### src/source/scalar_types_pkg.sv
// Widths and depths of the scalar unit live here only; change them together with the ISA layout
package scalar_types_pkg;

	////////////////////////////////////////
	// Widths
	////////////////////////////////////////

	// Register value
	localparam int DATA_WIDTH = 32;

	// Register number
	localparam int REG_INDEX_WIDTH = 5;

	// Instruction address
	localparam int ADDRESS_WIDTH = 8;

	// Immediate field of an instruction
	localparam int IMM_WIDTH = 16;

	////////////////////////////////////////
	// Depths
	////////////////////////////////////////

	localparam int NUM_REGS = 32;
	localparam int INSTR_DEPTH = 256;

	////////////////////////////////////////
	// Value types
	////////////////////////////////////////

	typedef logic [DATA_WIDTH-1:0] data_t;
	typedef logic [REG_INDEX_WIDTH-1:0] reg_index_t;
	typedef logic [ADDRESS_WIDTH-1:0] address_t;

	// Two's complement, sign-extended on decode
	typedef logic signed [IMM_WIDTH-1:0] imm_t;

endpackage

### src/source/scalar_isa_pkg.sv
// Opcode values 10 to 15 are unused and behave as op_nop; the instruction word is 35 bits
package scalar_isa_pkg;

	////////////////////////////////////////
	// Opcodes
	////////////////////////////////////////

	typedef enum logic [3:0] {
		op_nop,
		op_add,
		op_sub,
		op_and,
		op_or,
		op_xor,
		op_shl,
		op_shr,
		op_ldi,
		op_end
	} opcode_t;

	////////////////////////////////////////
	// Instruction word
	////////////////////////////////////////

	// Most significant field first
	typedef struct packed {
		opcode_t op;
		scalar_types_pkg::reg_index_t dst;
		scalar_types_pkg::reg_index_t src1;
		scalar_types_pkg::reg_index_t src2;
		scalar_types_pkg::imm_t imm;
	} instr_t;

	////////////////////////////////////////
	// Stage payloads
	////////////////////////////////////////

	// Decode stage, immediate already widened
	typedef struct packed {
		logic valid;
		opcode_t op;
		scalar_types_pkg::reg_index_t dst;
		scalar_types_pkg::reg_index_t src1;
		scalar_types_pkg::reg_index_t src2;
		scalar_types_pkg::data_t imm;
	} decoded_t;

	// Write-back to the register file
	typedef struct packed {
		logic valid;
		scalar_types_pkg::reg_index_t dst;
		scalar_types_pkg::data_t data;
	} result_t;

	typedef struct packed {
		logic zero;
		logic negative;
	} status_t;

	// Instruction store request
	typedef struct packed {
		scalar_types_pkg::address_t address;
		instr_t instr;
	} store_t;

endpackage

### src/source/scalar_result.sv
// Write-back is suppressed while run is low; term stays set until reset
`timescale 1ns/100ps

module scalar_result (
	input logic clock,
	input logic reset,
	input logic run,
	input scalar_isa_pkg::result_t executed,
	input logic end_mark,
	output scalar_isa_pkg::result_t write,
	output scalar_isa_pkg::status_t status,
	output logic term
);

	logic term_held;

	////////////////////////////////////////
	// Write-back
	////////////////////////////////////////

	always_comb begin
		write = executed;
		write.valid = executed.valid && run;
	end

	// Flags of the last written value
	always_ff @(posedge clock) begin
		if (reset) begin
			status <= '0;
		end else if (write.valid) begin
			status.zero <= (write.data == '0);
			status.negative <= write.data[scalar_types_pkg::DATA_WIDTH-1];
		end
	end

	////////////////////////////////////////
	// Termination
	////////////////////////////////////////

	always_ff @(posedge clock) begin
		if (reset) begin
			term_held <= 1'b0;
		end else if (end_mark) begin
			term_held <= 1'b1;
		end
	end

	// Visible as soon as the marker leaves execute
	assign term = term_held || end_mark;

endmodule

### config.mk
export PLATFORM = sky130hd
export DESIGN_NAME = scalar_result
export DESIGN_NICKNAME = d
export VERILOG_FILES = /design/src/source/scalar_types_pkg.sv /design/src/source/scalar_isa_pkg.sv /design/src/source/scalar_result.sv
export SDC_FILE = /design/constraint.sdc
export NUM_CORES = 1
export LEC_CHECK = 0
export BUFFER_PORTS_ARGS = -buffer_cell sky130_fd_sc_hd__buf_2
export CAP_MARGIN = 40
export CORE_MARGIN = 5
export CORE_UTILIZATION = 28
export DETAILED_ROUTE_END_ITERATION = 10
export GPL_TIMING_DRIVEN = 0
export PLACE_DENSITY = 0.87
export SYNTH_ARGS = -nofsm -noshare
export SYNTH_HDL_FRONTEND = slang
export SYNTH_SLANG_ARGS = --single-unit
### constraint.sdc
create_clock -name clock -period 4.25 [get_ports clock]
set_input_delay 0.6375 -clock clock [delete_from_list [all_inputs] [get_ports clock]]
set_output_delay 0.6375 -clock clock [all_outputs]
set_load 0.005 [all_outputs]
==> out/qor.yml <==
syn_area_per_cell_um2: 7.67
setup_viol: 0
startpoint_type: "input port"
netlist_instances: 60
std_cell_rows: 14
ys_ff_latch: 3
whs_ns: 0.457
diodes: 0
die_x_um: 50.6
nets: 184
core_mm2: 0.00154
p_leak_uw: 0.000552
numCtsBuffers: 3
drtPass1Iterations: 2
utilization_pct: 57.9
min_path_type: "reg -> reg"
drc: 0
viasPerCell: 4.23
grt_pass1_vias: 670
ys_seq_area_share_pct: 13.0
required_ns: 3.61
fin_skew_ns: 0
tightest_slew_ns: 0.279
synthesis.area_um2: 460
fmax_mhz: 566
grt.total_usage_pct: 12.5
wl_per_cell_um: 10.6
ios: 83
rsz0062_at_grt: "false"
fin_tns_setup_ns: 0
syn_nets: 102
crit_arrival_ns: 1.13
r2r-end: "term_held$_SDFFE_PP0P_"
mostFrequentLayoutCell: "buf_2"
rrSetupSlack_ns: 3.44
io_buffers: 77
drv_cap: 0
end_kind: "output port"
timing.rr.start: "term_held$_SDFFE_PP0P_"
postRouteAntennaNets: 0
area_delta_synth_final_pct: 93.7
die_h_um: 50.6
antenna_found_initial: 0
hold_depth: 2
critPathKind: "in -> out"
ir_drop_v: 0.0000945
fillers: 162
cts_tree: "yes"
slew_headroom_pct: 81.2
dp_hpwl_um: 1590
hold_viol: 0
p_per_area_mw_per_mm2: 167
routed_wl_um: 1660
grt_pass1_wl_um: 2570
holdBufCountCts: 0
min_to: "status[0]$_SDFFE_PP0P_"
post-route-min-period_ns: 1.77
finalCritPeriodShare_pct: 41.6
clkLatencyLatePin_ns: 0.23
clockBufferDepth: 2
cts_max_level: 1
start_util_pct: 29.9
grt_max_degree: 5
reg2reg_depth: 2
cts.clk_slew.worst_paths_ns: 0.04
synth_warnings: 0
outcome: "finished, final reports clean"
cp_max_fo: 2
synth.distinct_cells: 14
grt.overflow.total: 0
layout_common_cells: "buf_2 (77), buf_4 (37), nor4_1 (6), clkbuf_4 (3), dfxtp_1 (3)"
dieArea_mm2: 0.00256
stdcell_count: 157
drive_gt1_share_pct: 84.4
clock-root-buffer: "clkbuf_4"
cts_sinks: 3
place_congestion: 0.700
post_cts_buffers: 0
worstHoldStart: "status[0]$_SDFFE_PP0P_"
placed_cells: 153
cts_resized: 0
slew_violations: 0
first_iter_violations: 3
vias: 664
[worst max-delay path: stages]
cell	delay, ns
buf_2	0.09
or2_2	0.27
buf_2	0.13
[registers in the layout, indices dropped and copies added, names as in the netlist]
name / cells
status: 2
term_held: 1
[cells by family after synthesis]
kind of cell           Yosys count  synth area share (%)
DFF                              3                  13.0
AOI/OAI and AO/OA                2                  3.80
buffers and inverters           38                  61.1
and+or+nand+nor                 17                  22.0
[metrics by stage]
| stage | cell area (µm²) | total power, µW | setup WS, ns |
|---|---|---|---|
| after floorplan | 460 | 62.3 | 2.43 |
| after global placement | 866 | 101 | 2.28 |
| after detailed placement | 866 | 102 | 2.27 |
| after CTS | 892 | 153 | 2.48 |
| after global routing | 892 | 164 | 2.47 |
| final | 892 | 149 | 2.48 |
[area by class of cell]
class	count	area (µm²)	area share, %
Clock buffer	4	26.3	2.95
Sequential cell	3	60.1	6.73
Tap cell	16	20.0	2.24
Buffer	37	278	31.1
Multi-Input combinational cell	19	119	13.3
Inverter	1	3.75	0.421
Timing Repair Buffer	77	385	43.2
[how the worst max path moves through the flow]
stage	startpoint	to	slack [ns]	cells past startpoint
after floorplan	executed[13]	status[1]$_SDFFE_PP0P_	2.43	3
after global placement	executed[13]	status[1]$_SDFFE_PP0P_	2.28	4
after detailed placement	executed[13]	status[1]$_SDFFE_PP0P_	2.27	4
after CTS	end_mark	term	2.48	3
after global routing	end_mark	term	2.47	3
final	end_mark	term	2.48	3
[synthesized netlist by cell type, drive strengths merged]
cell / count / area, µm²
or4: 2 / 15.0
nand2: 2 / 7.51
nor4: 6 / 37.5
nor2b: 1 / 6.26
o31ai: 1 / 12.5
nor3: 1 / 5.00
a21oi: 1 / 5.00
nand3: 2 / 10.0
dfxtp: 3 / 60.1
or2: 1 / 6.26
nand4: 1 / 6.26
inv: 1 / 3.75
buf: 37 / 278
nand3b: 1 / 7.51
[layer usage]
layer / part of all wire, % / global-route usage [%] / up-vias
met2: 50 / 24.4 / 55
met3: 20 / 6.80 / 0
met4: 0 / 3.83 / 0
met5: 0 / 0 / -
met1: 30 / 10.4 / 277
li1: - / - / 332
[power by group]
group	total, µW	internal (µW)	switching (µW)
sequential	29.7	29.4	0.273
combinational	71.0	47.3	23.7
clock	48.4	35.1	13.3
No activity file was read; power rests on OpenSTA's default activity.
