==> config.mk <==
export PLATFORM = sky130hd
export DESIGN_NAME = register_file
export DESIGN_NICKNAME = d
export VERILOG_FILES = /design/src/source/scalar_types_pkg.sv /design/src/source/scalar_isa_pkg.sv /design/src/source/register_file.sv
export SDC_FILE = /design/constraint.sdc
export NUM_CORES = 2
export LEC_CHECK = 0
export BUFFER_PORTS_ARGS = -buffer_cell sky130_fd_sc_hd__buf_2
export CORE_ASPECT_RATIO = 1.4
export CORE_MARGIN = 5
export CORE_UTILIZATION = 40
export DETAILED_ROUTE_END_ITERATION = 16
export HOLD_SLACK_MARGIN = 0.12
export SYNTH_ARGS = -nofsm -noshare
export SYNTH_HDL_FRONTEND = slang
export SYNTH_SLANG_ARGS = --single-unit
==> constraint.sdc <==
create_clock -name clock -period 3.6 [get_ports clock]
set_input_delay 0.54 -clock clock [delete_from_list [all_inputs] [get_ports clock]]
set_output_delay 0.54 -clock clock [all_outputs]
set_load 0.01 [all_outputs]
==> src/source/scalar_types_pkg.sv <==
// Widths and depths of the scalar unit live here only; change them together with the ISA layout
package scalar_types_pkg;

	////////////////////////////////////////
	// Widths
	////////////////////////////////////////

	// Register value
	localparam int DATA_WIDTH = 32;

	// Register number
	localparam int REG_INDEX_WIDTH = 5;

	// Instruction address
	localparam int ADDRESS_WIDTH = 8;

	// Immediate field of an instruction
	localparam int IMM_WIDTH = 16;

	////////////////////////////////////////
	// Depths
	////////////////////////////////////////

	localparam int NUM_REGS = 32;
	localparam int INSTR_DEPTH = 256;

	////////////////////////////////////////
	// Value types
	////////////////////////////////////////

	typedef logic [DATA_WIDTH-1:0] data_t;
	typedef logic [REG_INDEX_WIDTH-1:0] reg_index_t;
	typedef logic [ADDRESS_WIDTH-1:0] address_t;

	// Two's complement, sign-extended on decode
	typedef logic signed [IMM_WIDTH-1:0] imm_t;

endpackage

==> src/source/scalar_isa_pkg.sv <==
// Opcode values 10 to 15 are unused and behave as op_nop; the instruction word is 35 bits
package scalar_isa_pkg;

	////////////////////////////////////////
	// Opcodes
	////////////////////////////////////////

	typedef enum logic [3:0] {
		op_nop,
		op_add,
		op_sub,
		op_and,
		op_or,
		op_xor,
		op_shl,
		op_shr,
		op_ldi,
		op_end
	} opcode_t;

	////////////////////////////////////////
	// Instruction word
	////////////////////////////////////////

	// Most significant field first
	typedef struct packed {
		opcode_t op;
		scalar_types_pkg::reg_index_t dst;
		scalar_types_pkg::reg_index_t src1;
		scalar_types_pkg::reg_index_t src2;
		scalar_types_pkg::imm_t imm;
	} instr_t;

	////////////////////////////////////////
	// Stage payloads
	////////////////////////////////////////

	// Decode stage, immediate already widened
	typedef struct packed {
		logic valid;
		opcode_t op;
		scalar_types_pkg::reg_index_t dst;
		scalar_types_pkg::reg_index_t src1;
		scalar_types_pkg::reg_index_t src2;
		scalar_types_pkg::data_t imm;
	} decoded_t;

	// Write-back to the register file
	typedef struct packed {
		logic valid;
		scalar_types_pkg::reg_index_t dst;
		scalar_types_pkg::data_t data;
	} result_t;

	typedef struct packed {
		logic zero;
		logic negative;
	} status_t;

	// Instruction store request
	typedef struct packed {
		scalar_types_pkg::address_t address;
		instr_t instr;
	} store_t;

endpackage

==> src/source/register_file.sv <==
// All registers are general purpose and cleared by reset; same-cycle writes bypass to reads
`timescale 1ns/100ps

module register_file (
	input logic clock,
	input logic reset,
	input scalar_isa_pkg::result_t write,
	input scalar_types_pkg::reg_index_t read_index1,
	input scalar_types_pkg::reg_index_t read_index2,
	output scalar_types_pkg::data_t read_data1,
	output scalar_types_pkg::data_t read_data2
);

	scalar_types_pkg::data_t regs [scalar_types_pkg::NUM_REGS];

	////////////////////////////////////////
	// Write port
	////////////////////////////////////////

	always_ff @(posedge clock) begin
		if (reset) begin
			for (int i = 0; i < scalar_types_pkg::NUM_REGS; i++) begin
				regs[i] <= '0;
			end
		end else if (write.valid) begin
			regs[write.dst] <= write.data;
		end
	end

	////////////////////////////////////////
	// Read ports
	////////////////////////////////////////

	// Write-first, covers back-to-back dependencies
	assign read_data1 = (write.valid && (write.dst == read_index1)) ?
		write.data : regs[read_index1];
	assign read_data2 = (write.valid && (write.dst == read_index2)) ?
		write.data : regs[read_index2];

endmodule

==> impl_metrics.csv <==
group,metric,value,unit
clock_network,ctsHtreeMaxLevel,3,
synth,synth_edf_count,1024,
placed_design,place_area,0.0598,mm2
synth,synth_compound_area_frac,0.0634,
detailed_routing,detailroute.via_count,37200,
global_routing,grt_pass1_vias,37900,
setup_path,path_delay_family,"simple AND/OR/NAND/NOR gates",
detailed_routing,wl_per_cell,32.3,um
setup_path,cp_slowest_stage_delay,0.49,ns
clock_network,cts_sinks,1024,
synth,synthSimpleGateAreaFrac,0.150,
clock_network,cts_tree,"yes",
synth,yosys-mux-area-fraction,0.198,
synth,synth-warning-count,0,
placed_design,portBuffers,113,
global_routing,antenna_found_initial,14,
clock_network,cts_resized,7,
synth,ys_seq_elements,1024,
setup_path,crit_path_end_kind,"output pin",
synth,netlist_area,0.0562,mm2
floorplan,coreArea,0.139,mm2
timing,hold_viol_final,0,
synth,synth_cells,4088,
power_and_ir_drop,combPwrFrac,0.131,
setup_path,path_class,"reg2out",
setup_path,required,3.06,ns
clock_network,cts_root_buf,"clkbuf_16",
detailed_routing,drc,0,
setup_path,timing.critical_path.buf_inv,2,
floorplan,start_util,0.403,
status,status,"complete, no violations",
timing,min_period,3.55,ns
placed_design,place_hpwl,128000,um
timing,period_share,0.985,
power_and_ir_drop,power,28500,uW
min_path,min_path_type,"in2reg",
synth,synth-seq-area-share,0.547,
final_layout,syn_to_final_growth,12.3,%
setup_path,cp_max_fo,2,
detailed_routing,drt_first_pass_iters,6,
power_and_ir_drop,clockPowerShare,0.375,
job,drv_cap,0,
setup_path,slowest_stage,"mux4_2",
timing,finalSetupViolCount,0,
detailed_routing,ant_nets,0,
clock_network,cts.clk_slew.worst_paths,0.07,ns
power_and_ir_drop,pwr-share-seq,0.494,
clock_network,cts_setup_buffers,0,
placed_design,globalplace.congestion,0.894,
synth,async_flop_share,0,
detailed_routing,drtIter0Drc,3986,
floorplan,die_w,327,um
power_and_ir_drop,intPower,21300,uW
floorplan,die_h,454,um
setup_path,worst_ep_arrival_time,3.01,ns
clock_network,hold_buffers,0,
timing,relSlewSlack,0.303,
detailed_routing,vias_per_cell,6.18,
timing,finalMaxSlewViolations,0,
timing,worst_pin_slew,1.05,ns
power_and_ir_drop,ir_drop,0.337,mV
timing,fmax,0.282,GHz
power_and_ir_drop,p_per_area,452,mW/mm2
synth,synthesis.nets,4138,
clock_network,cts_made_buffers,100,
floorplan,ios,114,
final_layout,regMostFlops,"regs",
final_layout,final_util,0.453,
synth,synthAdderAreaFrac,0,
timing,tns,0,ns
detailed_routing,wl,195000,um
final_layout,drive_above_1_share,0.273,
synth,synth_xor_area_frac,0.00156,
setup_path,worstPathCellList,"mux4_2 > and3_1 > or4_1 > a2111oi_2 > a211oi_1 > buf_4 > buf_2",
floorplan,fp.dieArea,0.148,mm2
timing,rsz0062_at_grt,"no",
synth,avgSynthCellArea,13.8,um2
final_layout,fin_nets,4178,
synth,synth-main-ff-cell,"edfxtp_1",
clock_network,clk_path_buf_depth,3,
setup_path,critPathLaunchType,"flip-flop",
synth,synth_top_family_by_area,"multiplexers",
final_layout,largest_register_ffs,1024,
power_and_ir_drop,p_leak,0.0221,uW
global_routing,grt.overflow.total,0,
global_routing,grt_pass1_wl,277000,um
power_and_ir_drop,p_sw_frac,0.255,
global_routing,grt_max_degree,48,
final_layout,reg_top3,"regs (1024)",
power_and_ir_drop,switchingPower,7260,uW
synth,ys_types,64,
final_layout,post-route-cell-area,0.0631,mm2
global_routing,grt_usage,0.258,
floorplan,rows,162,
-- final timing paths --
path / startpoint / to / slack, ns / cells after the start
setup / recovery: regs[15][30] / read_data1[30] / 0.05 / 7
hold / removal: write[4] / regs[30][4] / 0.36 / 2
-- cell type report --
cell class                      instances  area [um2]
Antenna cell                            9        22.5
Clock inverter                         60         574
Tap cell                             1804        2260
Clock buffer                          126        2660
Multi-Input combinational cell       2631       23500
Sequential cell                      1024       30700
Fill cell                           12400       76300
Timing Repair Buffer                  368        3340
Inverter                                3        11.3
-- synth_stat cells (26+ instances only) --
| cell type | instances | area share |
|---|---|---|
| edfxtp_1 | 1024 | 0.55 |
| nor2b_1 | 60 | 0.0067 |
| mux4_2 | 277 | 0.11 |
| nor2_1 | 70 | 0.0047 |
| buf_4 | 41 | 0.0055 |
| mux2i_1 | 201 | 0.036 |
| nor3_1 | 33 | 0.0029 |
| buf_6 | 31 | 0.0062 |
| a211oi_1 | 45 | 0.0060 |
| a22oi_1 | 134 | 0.018 |
| buf_2 | 101 | 0.0090 |
| and2_1 | 994 | 0.11 |
| mux2_2 | 258 | 0.052 |
| o22ai_1 | 118 | 0.013 |
| or2_2 | 32 | 0.0036 |
| nand2_1 | 109 | 0.0073 |
| clkbuf_1 | 241 | 0.016 |
| or3_1 | 26 | 0.0029 |
-- layer usage --
metal	up-vias	wire (um)	GRT usage	part of all wire
li1	15600	-	-	-
met1	19200	71700	0.316	0.37
met2	1933	97800	0.448	0.50
met3	489	15300	0.0412	0.079
met4	8	9690	0.123	0.050
met5	-	50	0	0.00026
-- kinds of logic (layout without fill, tap and decap cells) --
kind of cell,Yosys count,in the layout
AO/OA/AOI/OAI,469,469
buffers and inverters,433,557
flip-flops,1024,1024
XOR/XNOR,10,10
multiplexers,736,736
other,0,9
AND/OR/NAND/NOR,1416,1416
-- metrics by stage --
| stage | instances | setup slack (ns) | hold slack (ns) |
|---|---|---|---|
| floorplan | 4088 | 0.935 | 0.738 |
| global placement | 5830 | -0.615 | 1.07 |
| detailed placement | 5830 | -0.496 | 1.08 |
| CTS | 6016 | 0.0643 | 0.310 |
| global route | 6018 | 0.0219 | 0.352 |
| finish | 6025 | 0.0530 | 0.356 |
-- layout by cell type, fill, tap and decap left out, types with 24 or more instances in the layout --
cell type	count
nor2b_1	58
o22ai_1	118
nor2_1	36
nand3_1	25
edfxtp_1	1024
clkbuf_16	103
nor3_1	33
buf_4	192
or2_2	32
mux2_2	258
a22oi_1	134
and2_1	994
mux2i_1	201
nand2_1	109
a211oi_1	42
buf_12	64
buf_2	106
nand2b_1	24
mux4_2	277
or3_1	24
-- power by group through the flow --
| stage | logic [uW] | registers (uW) | clock network, uW |
|---|---|---|---|
| after CTS | 3710 | 14100 | 10800 |
| after global routing | 3890 | 14200 | 11300 |
| after floorplan | 2210 | 14200 | 0 |
| after global placement | 3680 | 14300 | 0 |
| after detailed placement | 3680 | 14300 | 0 |
| final | 3740 | 14100 | 10700 |
(Power assumes the default switching activity.)
