<file path="src/source/scalar_types_pkg.sv">
// Widths and depths of the scalar unit live here only; change them together with the ISA layout
package scalar_types_pkg;

	////////////////////////////////////////
	// Widths
	////////////////////////////////////////

	// Register value
	localparam int DATA_WIDTH = 32;

	// Register number
	localparam int REG_INDEX_WIDTH = 5;

	// Instruction address
	localparam int ADDRESS_WIDTH = 8;

	// Immediate field of an instruction
	localparam int IMM_WIDTH = 16;

	////////////////////////////////////////
	// Depths
	////////////////////////////////////////

	localparam int NUM_REGS = 32;
	localparam int INSTR_DEPTH = 256;

	////////////////////////////////////////
	// Value types
	////////////////////////////////////////

	typedef logic [DATA_WIDTH-1:0] data_t;
	typedef logic [REG_INDEX_WIDTH-1:0] reg_index_t;
	typedef logic [ADDRESS_WIDTH-1:0] address_t;

	// Two's complement, sign-extended on decode
	typedef logic signed [IMM_WIDTH-1:0] imm_t;

endpackage

</file>
<file path="src/source/scalar_isa_pkg.sv">
// Opcode values 10 to 15 are unused and behave as op_nop; the instruction word is 35 bits
package scalar_isa_pkg;

	////////////////////////////////////////
	// Opcodes
	////////////////////////////////////////

	typedef enum logic [3:0] {
		op_nop,
		op_add,
		op_sub,
		op_and,
		op_or,
		op_xor,
		op_shl,
		op_shr,
		op_ldi,
		op_end
	} opcode_t;

	////////////////////////////////////////
	// Instruction word
	////////////////////////////////////////

	// Most significant field first
	typedef struct packed {
		opcode_t op;
		scalar_types_pkg::reg_index_t dst;
		scalar_types_pkg::reg_index_t src1;
		scalar_types_pkg::reg_index_t src2;
		scalar_types_pkg::imm_t imm;
	} instr_t;

	////////////////////////////////////////
	// Stage payloads
	////////////////////////////////////////

	// Decode stage, immediate already widened
	typedef struct packed {
		logic valid;
		opcode_t op;
		scalar_types_pkg::reg_index_t dst;
		scalar_types_pkg::reg_index_t src1;
		scalar_types_pkg::reg_index_t src2;
		scalar_types_pkg::data_t imm;
	} decoded_t;

	// Write-back to the register file
	typedef struct packed {
		logic valid;
		scalar_types_pkg::reg_index_t dst;
		scalar_types_pkg::data_t data;
	} result_t;

	typedef struct packed {
		logic zero;
		logic negative;
	} status_t;

	// Instruction store request
	typedef struct packed {
		scalar_types_pkg::address_t address;
		instr_t instr;
	} store_t;

endpackage

</file>
<file path="src/source/scalar_decode.sv">
// In-order fetch from address 0 after reset; fetching stops for good once op_end is decoded
`timescale 1ns/100ps

module scalar_decode (
	input logic clock,
	input logic reset,
	input logic run,
	output logic fetch_req,
	output scalar_types_pkg::address_t fetch_address,
	input scalar_isa_pkg::instr_t fetch_instr,
	output scalar_isa_pkg::decoded_t decoded
);

	scalar_types_pkg::address_t pc;
	logic fetch_valid;
	logic stopped;
	logic end_seen;
	scalar_isa_pkg::decoded_t decoded_next;

	////////////////////////////////////////
	// Fetch control
	////////////////////////////////////////

	// op_end sitting on the fetch output blocks the next request
	assign end_seen = fetch_valid && (fetch_instr.op == scalar_isa_pkg::op_end);
	assign fetch_req = run && !stopped && !end_seen;
	assign fetch_address = pc;

	always_ff @(posedge clock) begin
		if (reset) begin
			pc <= '0;
		end else if (fetch_req) begin
			pc <= pc + 1'b1;
		end
	end

	// Marks the word on fetch_instr, held while run is low
	always_ff @(posedge clock) begin
		if (reset) begin
			fetch_valid <= 1'b0;
		end else if (run) begin
			fetch_valid <= fetch_req;
		end
	end

	always_ff @(posedge clock) begin
		if (reset) begin
			stopped <= 1'b0;
		end else if (run && end_seen) begin
			stopped <= 1'b1;
		end
	end

	////////////////////////////////////////
	// Decode
	////////////////////////////////////////

	always_comb begin
		decoded_next.valid = fetch_valid && !stopped;
		decoded_next.op = fetch_instr.op;
		decoded_next.dst = fetch_instr.dst;
		decoded_next.src1 = fetch_instr.src1;
		decoded_next.src2 = fetch_instr.src2;
		// Sign extension of the immediate
		decoded_next.imm = {
			{(scalar_types_pkg::DATA_WIDTH - scalar_types_pkg::IMM_WIDTH)
				{fetch_instr.imm[scalar_types_pkg::IMM_WIDTH-1]}},
			fetch_instr.imm};
	end

	// Pipeline register
	always_ff @(posedge clock) begin
		if (reset) begin
			decoded <= '0;
		end else if (run) begin
			decoded <= decoded_next;
		end
	end

endmodule

</file>
<file path="config.mk">
export PLATFORM = sky130hd
export DESIGN_NAME = scalar_decode
export DESIGN_NICKNAME = d
export VERILOG_FILES = /design/src/source/scalar_types_pkg.sv /design/src/source/scalar_isa_pkg.sv /design/src/source/scalar_decode.sv
export SDC_FILE = /design/constraint.sdc
export NUM_CORES = 1
export LEC_CHECK = 0
export BUFFER_PORTS_ARGS = -buffer_cell sky130_fd_sc_hd__buf_4
export CAP_MARGIN = 20
export CORE_ASPECT_RATIO = 1.25
export CORE_MARGIN = 2
export CORE_UTILIZATION = 47
export CTS_CLUSTER_SIZE = 40
export DETAILED_ROUTE_END_ITERATION = 8
export GPL_TIMING_DRIVEN = 0
export HOLD_SLACK_MARGIN = 0.12
export PLACE_DENSITY = 0.88
export SLEW_MARGIN = 10
export SYNTH_ARGS = -nofsm -noshare
export SYNTH_HDL_FRONTEND = slang
export SYNTH_SLANG_ARGS = --single-unit
</file>
<file path="constraint.sdc">
create_clock -name clock -period 3.01 [get_ports clock]
set_input_delay 0.1505 -clock clock [delete_from_list [all_inputs] [get_ports clock]]
set_output_delay 0.1505 -clock clock [all_outputs]
set_load 0.05 [all_outputs]
</file>
==> impl_metrics.toml, run 1 <==
[logic_synthesis]
synthesis.nets = 225
synth_commonest_cells = "dfxtp_1 (46), nor2_1 (40), mux2i_1 (35)"
synth_area_leaders = "dfxtp_1 (50%), mux2i_1 (19%), nor2_1 (8.2%)"
async_reset_ff_share_pct = 0
synthCells = 186
ys_seq_area_share_pct = 50.2
yosys.area.top_type_share_pct = 50.2
synth_cell_types = 26
syn_avg_cell_area_um2 = 9.85
ys_warn_count = 0
ys_ff_latch = 46
synth_edf_count = 0
yosysMostFrequentCell = "dfxtp_1"
yosys.area.top_type = "dfxtp_1"
yosys_most_used_dff = "dfxtp_1"
synth_area_mm2 = 0.00183

[timing]
slew_headroom_pct = 65.4
setup-violations-final = 0
fmax_ghz = 0.540
hold_viol = 0
grt_setup_unrepaired = "false"
fin_crit_sh_pct = 61.5
finalCriticalPeriod_ps = 1850
final_max_slew_viol_count = 0
totalNegativeSetupSlack_ps = 0
skew_ps = 2.26
max_slew.worst_pin.slew_ps = 519

[layout]
syn_to_final_growth_pct = 65.5
instances_no_fill = 361
n_antenna_cell = 0
final_net_count = 360
drive_gt1_share_pct = 39.3

[clock_tree]
path_clk_slew_ps = 80
cts.sinks = 46
cts_resized = 0
cts_tree = "built"
postCtsSetupRepairBufs = 0
clock_latency_ps = 290
cts_buffers = 5
cts.htree.levels = 2
cts_root_buffer = "clkbuf_8"
cts_buffer_depth = 2

[hold_path]
holdCritPathClass = "primary input to flip-flop"

[pwr]
leakagePower_nw = 1.52
powerDensity_mw_per_mm2 = 502
ir_drop_v = 0.000323

[detailed_routing]
wire_per_inst_um = 13.6
ant_nets = 0
first_pass_iters = 6
vias_per_cell = 4.94
route.detailed.drc = 0
drtIter0Drc = 67
vias = 1784
wl_mm = 4.91

[place]
placed_cells = 323
place.detailed.hpwl_mm = 3.20
place_congestion = 0.770
port_buffers = 97

[setup_path]
start_kind = "primary input"
worstSetupPathType = "primary input to primary output"
arrival_ps = 1700
crit_required_ps = 2860
critPathCaptureType = "primary output"
path_max_fanout = 10

[grt]
grt_first_pass_wirelength_mm = 7.78
antenna_found_initial = 0
grt_start_max_net_pins = 19
grt_util_all_layers_pct = 22.9
grt_pass1_vias = 1712
grt_overflow = 0

[floorplan]
die-area_mm2 = 0.00442
fp-row-count = 25
dieHeight_um = 73.8
die_x_um = 59.9
start_util_pct = 48.8
core_area_mm2 = 0.00375
io_pins = 99

[status]
outcome = "finished, final reports clean"

[flow_run]
max-cap-violations = 0
final timing paths:
path	start	endpoint	slack (ps)	cells after the start
setup reg to reg	stopped	fetch_address[5]	1480	5
hold / removal	fetch_instr[34]	decoded[50]	130	3
hold reg to reg	stopped	stopped	480	2
setup / recovery	fetch_instr[32]	fetch_req	1160	7
final cells by class:
cell class | count | area (µm²)
Clock inverter | 1 | 30.0
Fill cell | 242 | 719
Sequential cell | 46 | 921
Timing Repair Buffer | 128 | 1040
Multi-Input combinational cell | 112 | 741
Inverter | 2 | 7.51
Tap cell | 40 | 50.0
Clock buffer | 6 | 82.6
Buffer | 26 | 164
report_power, final:
| group | switching [mW] | internal (mW) | leakage (nW) |
|---|---|---|---|
| logic | 0.240 | 0.162 | 1.08 |
| clock network | 0.192 | 0.266 | 0.0573 |
| registers | 0.0227 | 0.640 | 0.379 |
| total | 0.455 | 1.07 | 1.52 |
logic make-up (layout without fill, tap and decap cells):
family	after synthesis	count (layout)	synth area share (%)
xor+xnor	3	3	1.43
mux	35	35	19.1
simple gates	58	58	14.3
flops	46	46	50.2
fa+ha+maj	1	1	0.682
buf+inv	28	163	9.35
compound gates	15	15	4.91
critical path, cell delays in order:
cell	delay (ps)
dlygate4sd3_1	540
buf_4	140
nand4bb_1	200
o21ai_1	170
buf_2	240
inv_2	70
buf_4	190
layout by cell type, fill, tap and decap left out, types with 2 or more instances in the layout:
master         netlist  routed
or3_1                2       2
buf_2                5       5
nand3_1              3       3
o31ai_1              2       2
xnor2_1              3       3
clkbuf_8             0       6
or4_1                2       2
nand2b_1             2       2
a21oi_1              7       7
dlygate4sd3_1        0      31
clkbuf_1             5       5
nand2_1              4       4
buf_4               16     113
o21ai_1              3       3
mux2i_1             35      35
dfxtp_1             46      46
nor2_1              40      40
sequential cells by signal, indices dropped and copies added (netlist names):
register	cells
fetch_address	8
stopped	1
decoded	36
fetch_valid	1
repair_timing:
action | in CTS | in global routing
hold buffers | 31 | 0
hold endpoints to repair | 31 | 0
endpoints found under the setup margin | 0 | 0
metrics by stage:
stage	hold slack (ps)	setup slack [ps]	power, mW	util, %	area [µm²]
final	129	1160	1.52	80.8	3030
after detailed placement	396	1480	1.04	69.6	2610
after global placement	383	1530	1.04	69.6	2610
after global routing	134	1070	1.58	80.8	3030
after floorplan	298	1320	0.918	-	1830
after CTS	122	1170	1.53	80.8	3030
per-layer routing:
layer	vias to the layer above	GRT usage, %	routed length, µm
met2	77	40.7	2550
li1	879	-	-
met5	-	0	0
met3	4	5.63	354
met1	824	27.2	1970
met4	0	5.19	34
Power figures use the tool's default switching activity.
==> run 2, diff against run 1 <==
- CORE_UTILIZATION: 47 -> 44
- PLACE_DENSITY: 0.88 -> 0.83
- clock period: 3.01 -> 1.73 ns (I/O delays scaled with it)
==> run 2 against run 1 <==
- count of clock-buffer cells in the layout decreased by 1
- routed wire length increased by 1.4%
- critical path depth unchanged
- global-route usage decreased by 1.0 points
- first-iteration DRC count increased by 4.5%
- non-clock buffer count increased by 4
- flip-flop and latch count unchanged
- final cell count increased by 5.5%
- hold slack improved by 91 ps
- cell area increased by 0.95%
- sequential power increased by 73%
- clock power increased by 32%
- critical path type unchanged
==> impl_metrics.toml, run 2 (same netlist as run 1, synthesis figures left out) <==
[status]
outcome = "finished, final reports clean"

[layout]
n_antenna_cell = 0
final_common_cell = "buf_4"
final_cell_area_mm2 = 0.00306
drive_gt1_share_pct = 38.8
syn_to_final_growth_pct = 67.1
largest_reg_flops = 36
max_flop_register = "decoded"
instances_no_fill = 381
final_cell_mix = "buf_4 (114), dfxtp_1 (46), nor2_1 (40)"
n_fill_cell = 325
post-route-util_pct = 75.9
final_net_count = 364

[place]
port_buffers = 97
placedInstanceArea_mm2 = 0.00263
placed_cells = 339
place_congestion = 0.771
place.detailed.hpwl_mm = 3.22
dp_slack_ps = 237

[hold_path]
holdCritPathClass = "primary input to flip-flop"
min_from = "reset"
whs_path_depth = 2
min_to = "fetch_address[3]"

[timing]
final_max_slew_viol_count = 0
skew_ps = 1.20
finalCriticalPeriod_ps = 1660
fmax_ghz = 0.604
setup-violations-final = 0
grt_setup_unrepaired = "false"
max_slew.worst_pin.slew_ps = 601
slew_headroom_pct = 59.9
hold_viol = 0
whs_ps = 219
fin_crit_sh_pct = 95.8
setup_ws_ps = 73.3
totalNegativeSetupSlack_ps = 0

[setup_path]
cpPeakStageDelay_ps = 540
start_kind = "primary input"
worstSetupPathType = "primary input to primary output"
critical-path-slowest-cell = "dlygate4sd3_1"
reg2reg_from = "stopped"
arrival_ps = 1570
rr_endpoint = "fetch_address[5]"
path_common_cell = "buf_4"
path_cells = "dlygate4sd3_1 -> buf_4 -> nand4bb_1 -> o21ai_1 -> buf_4 -> inv_2 -> buf_4"
r2r_cells = 5
critPathCaptureType = "primary output"
crit_required_ps = 1640
path_max_fanout = 10
r2r_slack_ps = 230

[flow_run]
max-cap-violations = 0

[detailed_routing]
vias = 1783
drtIter0Drc = 70
wire_per_inst_um = 13.1
wl_mm = 4.98
first_pass_iters = 4
route.detailed.drc = 0
ant_nets = 0
vias_per_cell = 4.68

[clock_tree]
clock_latency_ps = 290
path_clk_slew_ps = 70
cts_root_buffer = "clkbuf_8"
cts_buffer_depth = 2
cts_buffers = 5
cts_tree = "built"
cts.sinks = 46
cts.htree.levels = 2

[grt]
grt_start_max_net_pins = 19
grt_first_pass_wirelength_mm = 7.85
grt_util_all_layers_pct = 21.9
antenna_found_initial = 0
grt_overflow = 0
grt_pass1_vias = 1781

[floorplan]
io_pins = 99
start_util_pct = 45.4
core_area_mm2 = 0.00403
fp-row-count = 26
die-area_mm2 = 0.00470
dieHeight_um = 76.2
die_x_um = 61.7

[pwr]
sw_frac_of_total_pct = 32.1
clkPwrFrac_pct = 24.6
switchingPower_mw = 0.793
powerDensity_mw_per_mm2 = 805
ir_drop_v = 0.000627
pwr-share-seq_pct = 46.8
p_total_mw = 2.47
pwr-share-comb_pct = 28.6
leakagePower_nw = 1.52
p_int_mw = 1.67
-- run 2: final cells by class --
cell class              instances  area, µm²  area share, %
plain buffers                  26        166           5.43
clock buffers                   5       68.8           2.25
clock inverters                 2       10.0          0.327
inverters                       2       7.51          0.245
multi-input cells             112        741           24.2
flip-flops and latches         46        921           30.1
well taps                      56       70.1           2.29
repair buffers                132       1080           35.2
-- run 2: how the worst max path moves through the flow --
stage	start	end	depth (start not counted)
finish	fetch_instr[33]	fetch_req	7
floorplan	fetch_address[0]	fetch_address[6]	5
CTS	fetch_instr[33]	fetch_req	7
global placement	stopped	fetch_address[5]	5
global route	fetch_instr[32]	fetch_req	7
detailed placement	stopped	fetch_address[5]	5
-- run 2: repair_timing --
action	CTS	global route
gates resized for setup	0	2
endpoints found under the setup margin	0	1
hold endpoints to repair	36	0
buffers inserted	0	0
hold buffers	35	0
-- run 2: power groups by stage --
stage	sequential, mW	clock [mW]	combinational [mW]
2_1_floorplan	1.36	0	0.237
3_3_place_gp	1.17	0	0.630
3_5_place_dp	1.18	0	0.639
4_1_cts	1.15	0.624	0.703
5_1_grt	1.16	0.668	0.743
6_report	1.15	0.606	0.706
-- run 2: routing by layer --
metal  track usage, %  vias up  part of all wire (%)
li1                 -      882                     -
met1             23.3      833                    39
met2             40.1       57                    55
met3             5.09       11                   5.2
met4             6.81        0                   1.6
met5                0        -                     0
-- run 2: critical path: cells and delay by family --
| family | cells | cell delay (ps) |
|---|---|---|
| AO/OA/AOI/OAI | 1 | 160 |
| buffers and inverters | 5 | 1110 |
| AND/OR/NAND/NOR | 1 | 200 |
==> run 3, diff against run 2 <==
- PLACE_DENSITY: 0.83 -> 0.79
==> run 3 against run 2 <==
- largest cell class unchanged
- fmax down 0.49%
- global-route usage decreased by 1.3 points
- critical endpoint unchanged
- utilization increased by 1.2 points
==> impl_metrics.toml, run 3 (same netlist as run 1, synthesis figures left out) <==
[clock_tree]
clock_latency_ps = 290
path_clk_slew_ps = 90
cts.htree.levels = 2
cts.sinks = 46
cts_buffers = 5
cts_tree = "built"
cts_root_buffer = "clkbuf_8"
cts_buffer_depth = 2

[timing]
fin_crit_sh_pct = 96.2
setup-violations-final = 0
final_max_slew_viol_count = 0
finalCriticalPeriod_ps = 1660
skew_ps = 0.973
max_slew.worst_pin.slew_ps = 502
setup_ws_ps = 65.2
hold_viol = 0
totalNegativeSetupSlack_ps = 0
fmax_ghz = 0.601
slew_headroom_pct = 65.6

[detailed_routing]
ant_nets = 0
route.met2.wl_mm = 2.50
first_pass_iters = 4
met1_length_mm = 1.93
vias_per_cell = 4.57
highest_layer = "met4"
wl_met3_um = 278
vias = 1754
wire_per_inst_um = 12.4
wl_mm = 4.75
drtIter0Drc = 82
route.detailed.drc = 0

[layout]
n_fill_cell = 308
final_common_cell = "buf_4"
n_antenna_cell = 0
max_flop_register = "decoded"
largest_reg_flops = 36
drive_gt1_share_pct = 39.3
final_net_count = 366
multiInputGateArea_um2 = 741
syn_to_final_growth_pct = 69.8
seq_area_um2 = 921
final_cell_mix = "buf_4 (116), dfxtp_1 (46), nor2_1 (40)"

[setup_path]
critPathCaptureType = "primary output"
crit_required_ps = 1640
arrival_ps = 1580
start_kind = "primary input"
path_max_fanout = 6
worstSetupPathType = "primary input to primary output"

[pwr]
leakagePower_nw = 1.54
ir_drop_v = 0.000678
p_total_mw = 2.65
powerDensity_mw_per_mm2 = 852

[floorplan]
dieHeight_um = 76.2
die-area_mm2 = 0.00470
die_x_um = 61.7
fp-row-count = 26
core_area_mm2 = 0.00403
io_pins = 99
start_util_pct = 45.4

[place]
dp_slack_ps = 216
place.detailed.hpwl_mm = 3.18
port_buffers = 97
place_congestion = 0.807

[grt]
antenna_found_initial = 0
grt_pass1_vias = 1615
grt_first_pass_wirelength_mm = 7.41
grt_util_all_layers_pct = 20.6
grt_start_max_net_pins = 19
grt_overflow = 0

[flow_run]
max-cap-violations = 0

[hold_path]
holdCritPathClass = "primary input to flip-flop"

[status]
outcome = "finished, final reports clean"
-- run 3: cell type report --
cell class	instances	area share (%)
Buffer	26	5.35
Clock buffer	5	2.21
Clock inverter	3	1.45
Inverter	2	0.241
Multi-Input combinational cell	112	23.8
Sequential cell	46	29.6
Tap cell	56	2.25
Timing Repair Buffer	134	35.1
-- run 3: critical path: stages --
cell,delay [ps]
dlygate4sd3_1,550
buf_4,150
nand4bb_1,200
o21ai_1,180
buf_4,170
inv_2,50
buf_4,180
-- run 3: path summary, 6_finish.rpt --
check / endpoint / slack, ps / start / cells past startpoint
worst max-delay path: fetch_req / 70 / fetch_instr[33] / 7
worst min-delay path: fetch_address[3] / 210 / reset / 2
worst max register to register: fetch_address[5] / 220 / stopped / 5
worst min register to register: stopped / 500 / stopped / 2
-- run 3: repair_timing --
item                       in CTS  in global routing
buffers inserted                0                  2
setup endpoints to repair       0                  1
hold buffers                   35                  0
hold endpoints to repair       36                  0
gates resized for setup         0                  2
-- run 3: per-stage QoR --
stage	hold slack, ps	instances	utilization, %	instance area [µm²]
3_5_place_dp	331	339	65.2	2630
5_1_grt	224	384	77.2	3110
6_report	211	384	77.2	3110
2_1_floorplan	234	186	-	1830
3_3_place_gp	318	339	65.2	2630
4_1_cts	211	382	76.7	3100
-- run 3: routing by layer --
layer  GRT usage [%]  vias to the layer above
met5               0                        -
met4            4.47                        0
met3            4.58                        6
met2            37.1                       62
met1            23.8                      795
li1                -                      891
-- run 3: report_power, final --
part           switching [mW]  internal [mW]  leakage (nW)
clock                   0.363          0.430        0.0504
sequential             0.0381           1.11         0.379
combinational           0.416          0.291          1.11
total                   0.818           1.84          1.54
